`src/hw/light_grid_pkg.sv`:
```
`default_nettype none

package light_grid_pkg;

    // Inbound byte stream.
    localparam int CHAR_WIDTH = 8;

    // ASCII codes the decoder reacts to.
    localparam logic [CHAR_WIDTH-1:0] NULL_CHAR = 8'h00;
    localparam logic [CHAR_WIDTH-1:0] LF_CHAR = 8'h0A;
    localparam logic [CHAR_WIDTH-1:0] SPACE_CHAR = 8'h20;
    localparam logic [CHAR_WIDTH-1:0] COMMA_CHAR = 8'h2C;
    localparam logic [CHAR_WIDTH-1:0] ZERO_CHAR = 8'h30;
    localparam logic [CHAR_WIDTH-1:0] NINE_CHAR = 8'h39;
    localparam logic [CHAR_WIDTH-1:0] F_CHAR = 8'h66;
    localparam logic [CHAR_WIDTH-1:0] O_CHAR = 8'h6F;
    localparam logic [CHAR_WIDTH-1:0] N_CHAR = 8'h6E;
    localparam logic [CHAR_WIDTH-1:0] T_CHAR = 8'h74;

    // Wide enough for a full puzzle coordinate before range checks.
    localparam int POS_WIDTH = 12;

    // Operation codes.
    localparam int OP_WIDTH = 2;
    localparam logic [OP_WIDTH-1:0] OP_OFF = 2'd0;
    localparam logic [OP_WIDTH-1:0] OP_TOGGLE = 2'd1;
    localparam logic [OP_WIDTH-1:0] OP_ON = 2'd3;

    // Grid geometry and result width (0 to 256).
    localparam int GRID_SIZE = 16;
    localparam int ROW_INDEX_WIDTH = 4;
    localparam int COUNT_WIDTH = 9;

endpackage

`default_nettype wire

```
`src/hw/instr_if.sv`:
```
`timescale 1ns/1ps
`default_nettype none

interface instr_if;

    import light_grid_pkg::*;

    // Valid is a single-cycle strobe and the fields only count while it is high.
    logic valid;
    logic [OP_WIDTH-1:0] op;
    logic [POS_WIDTH-1:0] start_row;
    logic [POS_WIDTH-1:0] start_col;
    logic [POS_WIDTH-1:0] end_row;
    logic [POS_WIDTH-1:0] end_col;

    modport source (
        output valid, op, start_row, start_col, end_row, end_col
    );

    modport sink (
        input valid, op, start_row, start_col, end_row, end_col
    );

endinterface

`default_nettype wire

```
`src/hw/grid_updater.sv`:
```
`timescale 1ns/1ps
`default_nettype none

module grid_updater (
    input wire clk,
    input wire reset,
    instr_if.sink instr,
    input wire [light_grid_pkg::ROW_INDEX_WIDTH-1:0] scan_row,
    output logic [light_grid_pkg::GRID_SIZE-1:0] scan_bits,
    output logic busy
);

    import light_grid_pkg::*;

    logic [GRID_SIZE-1:0] grid [GRID_SIZE];
    logic [OP_WIDTH-1:0] op_q;
    logic [ROW_INDEX_WIDTH-1:0] row_q;
    logic [ROW_INDEX_WIDTH-1:0] end_row_q;
    logic [ROW_INDEX_WIDTH-1:0] start_col_q;
    logic [ROW_INDEX_WIDTH-1:0] end_col_q;
    logic [GRID_SIZE-1:0] col_mask;
    logic [GRID_SIZE-1:0] row_next;

    always_ff @(posedge clk) begin
        if (instr.valid) begin
            op_q <= instr.op;
            end_row_q <= instr.end_row[ROW_INDEX_WIDTH-1:0];
            start_col_q <= instr.start_col[ROW_INDEX_WIDTH-1:0];
            end_col_q <= instr.end_col[ROW_INDEX_WIDTH-1:0];
        end
    end

    always_ff @(posedge clk) begin
        if (instr.valid) begin
            row_q <= instr.start_row[ROW_INDEX_WIDTH-1:0];
        end else if (busy) begin
            row_q <= row_q + 1'b1;
        end
    end

    always_comb begin
        for (int c = 0; c < GRID_SIZE; c++) begin
            col_mask[c] = (ROW_INDEX_WIDTH'(c) >= start_col_q) &&
                          (ROW_INDEX_WIDTH'(c) <= end_col_q);
        end
    end

    always_comb begin
        case (op_q)
            OP_ON: row_next = grid[row_q] | col_mask;
            OP_OFF: row_next = grid[row_q] & ~col_mask;
            OP_TOGGLE: row_next = grid[row_q] ^ col_mask;
            default: row_next = grid[row_q];
        endcase
    end

    // One row per cycle until busy drops with the write of end_row.
    always_ff @(posedge clk) begin
        if (reset) begin
            busy <= 1'b0;
            for (int r = 0; r < GRID_SIZE; r++) begin
                grid[r] <= '0;
            end
        end else if (instr.valid) begin
            busy <= 1'b1;
        end else if (busy) begin
            grid[row_q] <= row_next;
            busy <= (row_q != end_row_q);
        end
    end

    assign scan_bits = grid[scan_row];

    a_coords_in_grid: assert property (@(posedge clk) disable iff (reset)
        instr.valid |-> (instr.start_row < POS_WIDTH'(GRID_SIZE)) &&
                        (instr.start_col < POS_WIDTH'(GRID_SIZE)) &&
                        (instr.end_row < POS_WIDTH'(GRID_SIZE)) &&
                        (instr.end_col < POS_WIDTH'(GRID_SIZE)));

    a_coords_ordered: assert property (@(posedge clk) disable iff (reset)
        instr.valid |-> (instr.start_row <= instr.end_row) &&
                        (instr.start_col <= instr.end_col));

    // Lines are long enough that the decoder never outruns a walk.
    a_no_strobe_while_busy: assert property (@(posedge clk) disable iff (reset)
        instr.valid |-> !busy);

endmodule

`default_nettype wire

```
`src/hw/light_counter.sv`:
```
`timescale 1ns/1ps
`default_nettype none

module light_counter (
    input wire clk,
    input wire reset,
    input wire end_of_file,
    input wire busy,
    output logic [light_grid_pkg::ROW_INDEX_WIDTH-1:0] scan_row,
    input wire [light_grid_pkg::GRID_SIZE-1:0] scan_bits,
    output logic count_valid,
    output logic [light_grid_pkg::COUNT_WIDTH-1:0] light_count
);

    import light_grid_pkg::*;

    logic pending;
    logic scanning;
    logic start_scan;
    logic [COUNT_WIDTH-1:0] row_ones;

    assign start_scan = pending && !busy;

    always_comb begin
        row_ones = '0;
        for (int c = 0; c < GRID_SIZE; c++) begin
            row_ones = row_ones + COUNT_WIDTH'(scan_bits[c]);
        end
    end

    always_ff @(posedge clk) begin
        if (reset) begin
            pending <= 1'b0;
            scanning <= 1'b0;
            count_valid <= 1'b0;
            scan_row <= '0;
        end else begin
            count_valid <= 1'b0;
            if (end_of_file) begin
                pending <= 1'b1;
            end
            if (start_scan) begin
                pending <= 1'b0;
                scanning <= 1'b1;
                scan_row <= '0;
            end else if (scanning) begin
                scan_row <= scan_row + 1'b1;
                if (scan_row == ROW_INDEX_WIDTH'(GRID_SIZE - 1)) begin
                    scanning <= 1'b0;
                    count_valid <= 1'b1;
                end
            end
        end
    end

    // Running total whose final value shows up with count_valid.
    always_ff @(posedge clk) begin
        if (start_scan) begin
            light_count <= '0;
        end else if (scanning) begin
            light_count <= light_count + row_ones;
        end
    end

    a_single_eof: assert property (@(posedge clk) disable iff (reset)
        end_of_file |-> !(pending || scanning));

    // No instruction follows end of file, so the grid is stable during a scan.
    a_grid_stable_in_scan: assert property (@(posedge clk) disable iff (reset)
        scanning |-> !busy);

endmodule

`default_nettype wire

```
`src/hw/light_grid_top.sv`:
```
`timescale 1ns/1ps
`default_nettype none

module light_grid_top (
    input wire clk,
    input wire reset,
    input wire inbound_valid,
    input wire [light_grid_pkg::CHAR_WIDTH-1:0] inbound_data,
    output logic count_valid,
    output logic [light_grid_pkg::COUNT_WIDTH-1:0] light_count
);

    import light_grid_pkg::*;

    logic end_of_file;
    logic busy;
    logic [ROW_INDEX_WIDTH-1:0] scan_row;
    logic [GRID_SIZE-1:0] scan_bits;

    instr_if instr ();

    line_decoder u_line_decoder (
        .clk(clk),
        .reset(reset),
        .inbound_valid(inbound_valid),
        .inbound_data(inbound_data),
        .instr(instr.source),
        .end_of_file(end_of_file)
    );

    grid_updater u_grid_updater (
        .clk(clk),
        .reset(reset),
        .instr(instr.sink),
        .scan_row(scan_row),
        .scan_bits(scan_bits),
        .busy(busy)
    );

    light_counter u_light_counter (
        .clk(clk),
        .reset(reset),
        .end_of_file(end_of_file),
        .busy(busy),
        .scan_row(scan_row),
        .scan_bits(scan_bits),
        .count_valid(count_valid),
        .light_count(light_count)
    );

endmodule

`default_nettype wire

```
`src/hw/line_decoder.sv`:
```
`timescale 1ns/1ps
`default_nettype none

module line_decoder (
    input wire clk,
    input wire reset,
    input wire inbound_valid,
    input wire [light_grid_pkg::CHAR_WIDTH-1:0] inbound_data,
    instr_if.source instr,
    output logic end_of_file
);

    import light_grid_pkg::*;

    logic [CHAR_WIDTH-1:0] prev_char;
    logic [POS_WIDTH-1:0] position;
    logic [POS_WIDTH-1:0] digit_value;
    logic [1:0] field;
    logic cur_digit;
    logic prev_digit;
    logic comma_seen;
    logic space_seen;
    logic lf_seen;
    logic null_seen;

    function automatic logic is_digit(input logic [CHAR_WIDTH-1:0] c);
        return (c >= ZERO_CHAR) && (c <= NINE_CHAR);
    endfunction

    assign cur_digit = is_digit(inbound_data);
    assign prev_digit = is_digit(prev_char);
    assign digit_value = POS_WIDTH'(inbound_data - ZERO_CHAR);

    assign comma_seen = inbound_valid && (inbound_data == COMMA_CHAR);
    assign space_seen = inbound_valid && (inbound_data == SPACE_CHAR);
    assign lf_seen = inbound_valid && (inbound_data == LF_CHAR);
    assign null_seen = inbound_valid && (inbound_data == NULL_CHAR);

    always_ff @(posedge clk) begin
        if (reset) begin
            prev_char <= NULL_CHAR;
        end else if (inbound_valid) begin
            prev_char <= inbound_data;
        end
    end

    // The character pair "of", "to" or "on" picks the operation.
    always_ff @(posedge clk) begin
        if (inbound_valid) begin
            case ({prev_char, inbound_data})
                {O_CHAR, F_CHAR}: instr.op <= OP_OFF;
                {T_CHAR, O_CHAR}: instr.op <= OP_TOGGLE;
                {O_CHAR, N_CHAR}: instr.op <= OP_ON;
                default: begin
                end
            endcase
        end
    end

    // Decimal accumulator that restarts on the first digit of a number.
    always_ff @(posedge clk) begin
        if (inbound_valid && cur_digit) begin
            if (prev_digit) begin
                position <= (position * POS_WIDTH'(10)) + digit_value;
            end else begin
                position <= digit_value;
            end
        end
    end

    // Field index 0 is start row, 1 start col, 2 end row and 3 end col.
    always_ff @(posedge clk) begin
        if (reset) begin
            field <= 2'd0;
        end else begin
            case (field)
                2'd0: if (comma_seen) field <= 2'd1;
                2'd1: if (space_seen) field <= 2'd2;
                2'd2: if (comma_seen) field <= 2'd3;
                default: if (instr.valid) field <= 2'd0;
            endcase
        end
    end

    // A field is complete when its delimiter arrives.
    always_ff @(posedge clk) begin
        case (field)
            2'd0: begin
                if (comma_seen) begin
                    instr.start_row <= position;
                end
            end
            2'd1: begin
                if (space_seen) begin
                    instr.start_col <= position;
                end
            end
            2'd2: begin
                if (comma_seen) begin
                    instr.end_row <= position;
                end
            end
            default: begin
                if (lf_seen) begin
                    instr.end_col <= position;
                end
            end
        endcase
    end

    always_ff @(posedge clk) begin
        if (reset) begin
            instr.valid <= 1'b0;
            end_of_file <= 1'b0;
        end else begin
            instr.valid <= lf_seen;
            end_of_file <= null_seen;
        end
    end

endmodule

`default_nettype wire

```
`config.mk`:
```
export PLATFORM = sky130hd
export DESIGN_NAME = light_grid_top
export DESIGN_NICKNAME = d
export VERILOG_FILES = /design/src/hw/light_grid_pkg.sv /design/src/hw/instr_if.sv /design/src/hw/grid_updater.sv /design/src/hw/light_counter.sv /design/src/hw/light_grid_top.sv /design/src/hw/line_decoder.sv
export SDC_FILE = /design/constraint.sdc
export NUM_CORES = 1
export LEC_CHECK = 0
export BUFFER_PORTS_ARGS = -buffer_cell sky130_fd_sc_hd__buf_2
export CAP_MARGIN = 0
export CORE_UTILIZATION = 38
export CTS_CLUSTER_DIAMETER = 120
export DETAILED_ROUTE_END_ITERATION = 16
export MAX_ROUTING_LAYER = met4
export PLACE_DENSITY_LB_ADDON = 0.2
export SETUP_SLACK_MARGIN = 0.2
export SLEW_MARGIN = 40
export SYNTH_ARGS = -nofsm -noshare
export SYNTH_HDL_FRONTEND = slang
export SYNTH_SLANG_ARGS = --single-unit
export TNS_END_PERCENT = 1
```
`constraint.sdc`:
```
create_clock -name clk -period 6.9 [get_ports clk]
set_input_delay 0.345 -clock clk [delete_from_list [all_inputs] [get_ports clk]]
set_output_delay 0.345 -clock clk [all_outputs]
set_load 0.02 [all_outputs]
```
Word-level counts from Yosys, hierarchy flattened
Memory sizes are Yosys's and may differ from the RTL's. A register that Yosys moved wholly into a read port is not among the register bits.
Index checks and enable logic that the tools add are counted.
{ "totals": {"ff_bits": 77, "latchBits": 0, "ramBits": 256, "mem_bits_ro": 0, "output_inout_bits": 10, "mem_count": 1} }
{ "mem_list": {"columns": ["name", "words", "word_bits", "rd", "rd_ports_with_merged_regs", "write_ports", "line_no", "text"], "rows": [
  ["u_grid_updater.grid", 16, 16, 2, 2, 16, "grid_updater.sv:15", "logic [GRID_SIZE-1:0] grid [GRID_SIZE];"]
]} }
{ "classes": {"addsub": 20, "multipliers": 1, "n_div": 0, "n_lt_le_gt_ge": 36, "eq_ne": 15, "shift": 0, "mux": 28, "bitwise_logic": 6, "reduce_logical": 41} }
{ "ops": {"columns": ["operator", "count"], "rows": [
  ["adder 9 x 1 -> 9 bit", 14],
  ["equality test 16 x 15 -> 1 bit, second input constant", 3],
  ["case mux 16 bit (3 select lines)", 1],
  ["greater-or-equal comparator 4 bit, first input constant", 8],
  ["less-or-equal comparator 4 bit, first input constant", 8],
  ["logical AND 1 bit", 24],
  ["two-way mux 4 bit", 6],
  ["bitwise AND 16 bit", 1],
  ["equality test 8 x 6 -> 1 bit, second input constant", 2],
  ["greater-or-equal comparator 3 x 4 -> 1 bit, first input constant", 4],
  ["greater-or-equal comparator 8 x 6 -> 1 bit, second input constant", 2],
  ["less-or-equal comparator 3 x 4 -> 1 bit, first input constant", 4],
  ["less-or-equal comparator 8 x 6 -> 1 bit, second input constant", 2],
  ["two-way mux 16 bit", 1],
  ["inverter 16 bit", 1],
  ["bitwise OR 16 bit", 1],
  ["OR reduction 16 bit", 1],
  ["bitwise XOR 16 bit", 1],
  ["two-way mux 1 bit", 13],
  ["adder 12 bit", 1],
  ["multiplier 12 x 3 -> 11 bit, second input constant", 1],
  ["two-way mux 12 bit", 1],
  ["case mux 2 bit (3 select lines)", 2],
  ["AND reduction 2 bit", 5],
  ["other kinds (25)", 40]
]} }

Longest topological paths before layout
{ "depth": {"depth_word": 16, "mapped_depth": 18} }

Hierarchy
A second synthesis with hierarchy kept.
{ "hier_totals": {"cells_unflattened": 1586, "area_unflattened_um2": 20419.6} }
{ "modules_own_cells": {"columns": ["mod", "instances", "cells_each", "area_per_inst_um2", "seq_area_each_um2"], "rows": [
  ["grid_updater", 1, 1175, 15547.4, 8328.0],
  ["line_decoder", 1, 263, 3539.6, 2102.0],
  ["light_counter", 1, 148, 1332.5, 320.3]
]} }

Least setup slack after synthesis
OpenSTA, ideal clock, no wires.
{ "synth_timing": {"path_type": "register to register", "from": "register (tool-made name)", "to": "register u_light_counter.light_count[8] (netlist name)", "setup_ns": 0.115, "arrival_time_ns": 5.966, "slack_ns": 0.820, "path_stages_with_launch": 19, "n_path_buf": 2, "period_less_slack_ns": 6.080, "cell_sequence": "dfxtp_1 > clkbuf_1 > buf_1 > mux4_2 > mux4_2 > ha_1 > fa_1 > fa_1 > fa_1 > inv_1 > fa_1 > inv_1 > ha_1 > inv_1 > fa_1 > nor2b_1 > o21a_1 > o21ai_0 > a2111oi_0"} }
{ "synth_lines": {"columns": ["element", "line_no", "text"], "rows": [
  ["to (signal assigned)", "light_counter.sv:61", "light_count <= light_count + row_ones;"],
  ["to (decl)", "light_counter.sv:12", "output logic [light_grid_pkg::COUNT_WIDTH-1:0] light_count"]
]} }

==> results.py <==
metrics = {
    "run_status": {
        "status": "finished, final reports clean",
    },
    "global_route": {
        "gr-total-overflow": 0,
        "antenna_found_initial": 1,
        "grt_pass1_vias": 11700,
        "grt_first_pass_wirelength_um": 82000,
        "grt_max_degree": 39,
        "grt_use_total_pct": 23.5,
    },
    "timing": {
        "relSlewSlack_pct": 42.1,
        "max_freq_ghz": 0.168,
        "rsz0062_at_grt": "false",
        "finClkSkew_ns": 0.0153,
        "layout_min_cycle_time_ns": 5.95,
        "timing.final.ws_setup_ns": 0.950,
        "setup_viol": 0,
        "hold_violations": 0,
        "finalMaxSlewViolations": 0,
        "period_share_pct": 86.2,
        "fin_setup_tns_ns": 0,
        "worst_slew_pin_slew_ns": 0.868,
    },
    "synthesis": {
        "syn-cell-area_sq_um": 18800,
        "avgSynthCellArea_sq_um": 14.3,
        "ys_ff_latch": 333,
        "async_reset_ff_share_pct": 0,
        "ys_warn_count": 0,
        "netlist.area_leader.share_pct": 47.3,
        "synth_edf_count": 296,
        "syn_inst": 1317,
        "ys.flop_type": "edfxtp_1",
        "synth-seq-area-share_pct": 51.2,
        "synth_cell_types": 70,
        "synthTopCellsByArea": "edfxtp_1, mux4_2, dfxtp_1, ha_1, nor2_2",
        "synth_nets": 1397,
        "synth_largest_area_cell": "edfxtp_1",
    },
    "clocking": {
        "tritoncts": "done",
        "clockBufferDepth": 3,
        "clock_latency_ns": 0.56,
        "postCtsSetupBuffers": 0,
        "cts_buffers": 39,
        "clkSinkCount": 333,
        "clk_pin_slew_ns": 0.06,
        "h-tree-depth": 2,
        "clockRootBuffer": "clkbuf_16",
        "cts_hold_buf": 0,
        "cts_resized": 0,
    },
    "layout": {
        "n_antenna_cell": 0,
        "design_area_sq_um": 20800,
        "final_cell_count_no_fill": 2022,
        "nets": 1409,
        "layout_common_cells": "edfxtp_1, mux4_2, nor2_1, nor2_2, a31oi_1",
        "final_common_cell": "edfxtp_1",
        "drive_gt1_share_pct": 31.4,
        "fillers": 4418,
        "areaGrowthSynthToFinish_pct": 10.5,
    },
    "die": {
        "io_pins": 21,
        "die_height_um": 224,
        "die_w_um": 224,
        "core-area_sq_um": 48800,
        "dieArea_sq_um": 50400,
        "rows": 81,
        "start_util_pct": 38.5,
    },
    "detailed_routing": {
        "via_count": 11900,
        "first_pass_iters": 5,
        "viasPerCell": 5.91,
        "wl_per_cell_um": 27.8,
        "routed_wl_um": 56200,
        "ant_nets": 0,
        "drt_iter0_markers": 1225,
        "drc": 0,
    },
    "place": {
        "portBuffers": 20,
        "dp_slack_ns": 0.940,
        "globalplace.congestion": 0.850,
        "dpl.hpwl_um": 35700,
        "place_area_sq_um": 19500,
        "dp_cells": 1952,
    },
    "setup_path": {
        "crit_type": "register to register",
        "required_ns": 7.33,
        "cpPeakStageDelay_ns": 0.62,
        "crit_slowest_cell": "fa_1",
        "arrival_ns": 6.38,
        "cp_max_fo": 34,
        "cp-start-kind": "register",
        "r2r_slack_ns": 0.95,
        "end_kind": "register",
        "crit_chain": "buf_12, mux4_2, mux4_2, fa_1, fa_1, fa_1, inv_1, fa_1, inv_1, ha_1, inv_1, fa_1, nor2b_1, o21a_1, o21ai_0, a2111oi_0",
        "critPathMostFrequentCell": "fa_1",
    },
    "min_path": {
        "min_from": "inbound_data[0]",
        "hold_path.class": "primary input to register",
    },
    "job": {
        "maxCapViolations": 0,
    },
    "power_and_ir_drop": {
        "power_leakage_uw": 0.00716,
        "power_density_nw_per_um2": 240,
        "irDropWorstVdd_mv": 0.160,
    },
}
==> power breakdown <==
part | internal [uW] | switching [uW]
Sequential | 2260 | 55.5
Combinational | 250 | 357
Clock | 1230 | 840
==> synth_stat cells, types with 8 or more instances <==
cell type	instances
mux2i_1	41
mux2_2	11
fa_1	12
buf_1	10
ha_1	57
a22oi_1	14
xnor2_1	10
nand4_1	16
a21oi_1	12
buf_2	9
o21ai_0	20
a31oi_1	64
a221oi_4	12
dlygate4sd1_1	9
nor3_1	8
nor2_1	123
edfxtp_1	296
inv_1	42
nand2_1	43
mux4_2	133
dfxtp_1	37
nand3_1	18
nor2_2	110
nor2b_1	8
mux4_1	9
buf_6	14
o211a_1	11
clkbuf_1	46
nand2b_1	28
clkbuf_8	8
==> sequential cells by signal, indices dropped and copies added, names as in the netlist, 2 cells and up, named ones only <==
register	cells
u_line_decoder.instr.end_col	4
u_grid_updater.grid	256
u_grid_updater.end_row_q	4
u_line_decoder.instr.start_row	4
u_grid_updater.row_q	4
u_line_decoder.instr.op	2
u_light_counter.scan_row	4
u_light_counter.light_count	9
u_grid_updater.end_col_q	4
u_line_decoder.instr.start_col	4
u_line_decoder.prev_char	8
u_line_decoder.position	4
u_line_decoder.field	2
u_grid_updater.op_q	2
u_line_decoder.instr.end_row	4
u_grid_updater.start_col_q	4
==> logic make-up (layout without fill, tap and decap cells) <==
logic type / count (synthesis) / count (layout) / share of synthesized area [%]
xor+xnor: 13 / 13 / 0.605
fa+ha+maj: 69 / 69 / 5.07
flops: 333 / 333 / 51.2
simple gates: 387 / 387 / 10.8
buf+inv: 152 / 193 / 5.02
compound gates: 169 / 169 / 7.32
mux: 194 / 194 / 20.0
==> metal layers <==
metal / vias up / part of all wire (%) / GRT usage [%]
li1: 5127 / - / -
met1: 6206 / 43 / 31.7
met2: 504 / 47 / 36.1
met3: 106 / 6.2 / 2.83
met4: 0 / 3.6 / 9.35
met5: - / 0 / -
==> final cells by class <==
class | count | area, sq um | share of cell area, %
Timing Repair Buffer | 80 | 597 | 2.87
Clock buffer | 43 | 1000 | 4.82
Multi-Input combinational cell | 832 | 8280 | 39.9
Tap cell | 664 | 831 | 4.00
Inverter | 43 | 161 | 0.777
Clock inverter | 27 | 264 | 1.27
Sequential cell | 333 | 9640 | 46.4
==> path summary, 6_finish.rpt <==
kind | depth (start not counted) | endpoint
worst min-delay path | 1 | u_line_decoder.position[0]
worst max-delay path | 16 | u_light_counter.light_count[8]
worst min register to register | 0 | u_grid_updater.end_col_q[0]
worst max register to register | 16 | u_light_counter.light_count[8]
==> per-stage QoR <==
step | utilization [%] | power (uW) | hold WS [ns]
after CTS | 42.5 | 5030 | 0.0231
final | 42.5 | 4990 | 0.0704
after global placement | 39.6 | 2960 | 0.401
after global routing | 42.5 | 5170 | 0.0450
after detailed placement | 39.9 | 2960 | 0.405
after floorplan | - | 2750 | 0.400
==> critical path, delay by kind of cell, from the launching register on <==
family	cells	cell delay, ns
AOI/OAI and AO/OA	3	0.65
muxes	2	1.07
DFF	1	0.57
adders and majority gates	6	2.79
buffers and inverters	4	0.54
and+or+nand+nor	1	0.17
(Power assumes the default switching activity.)
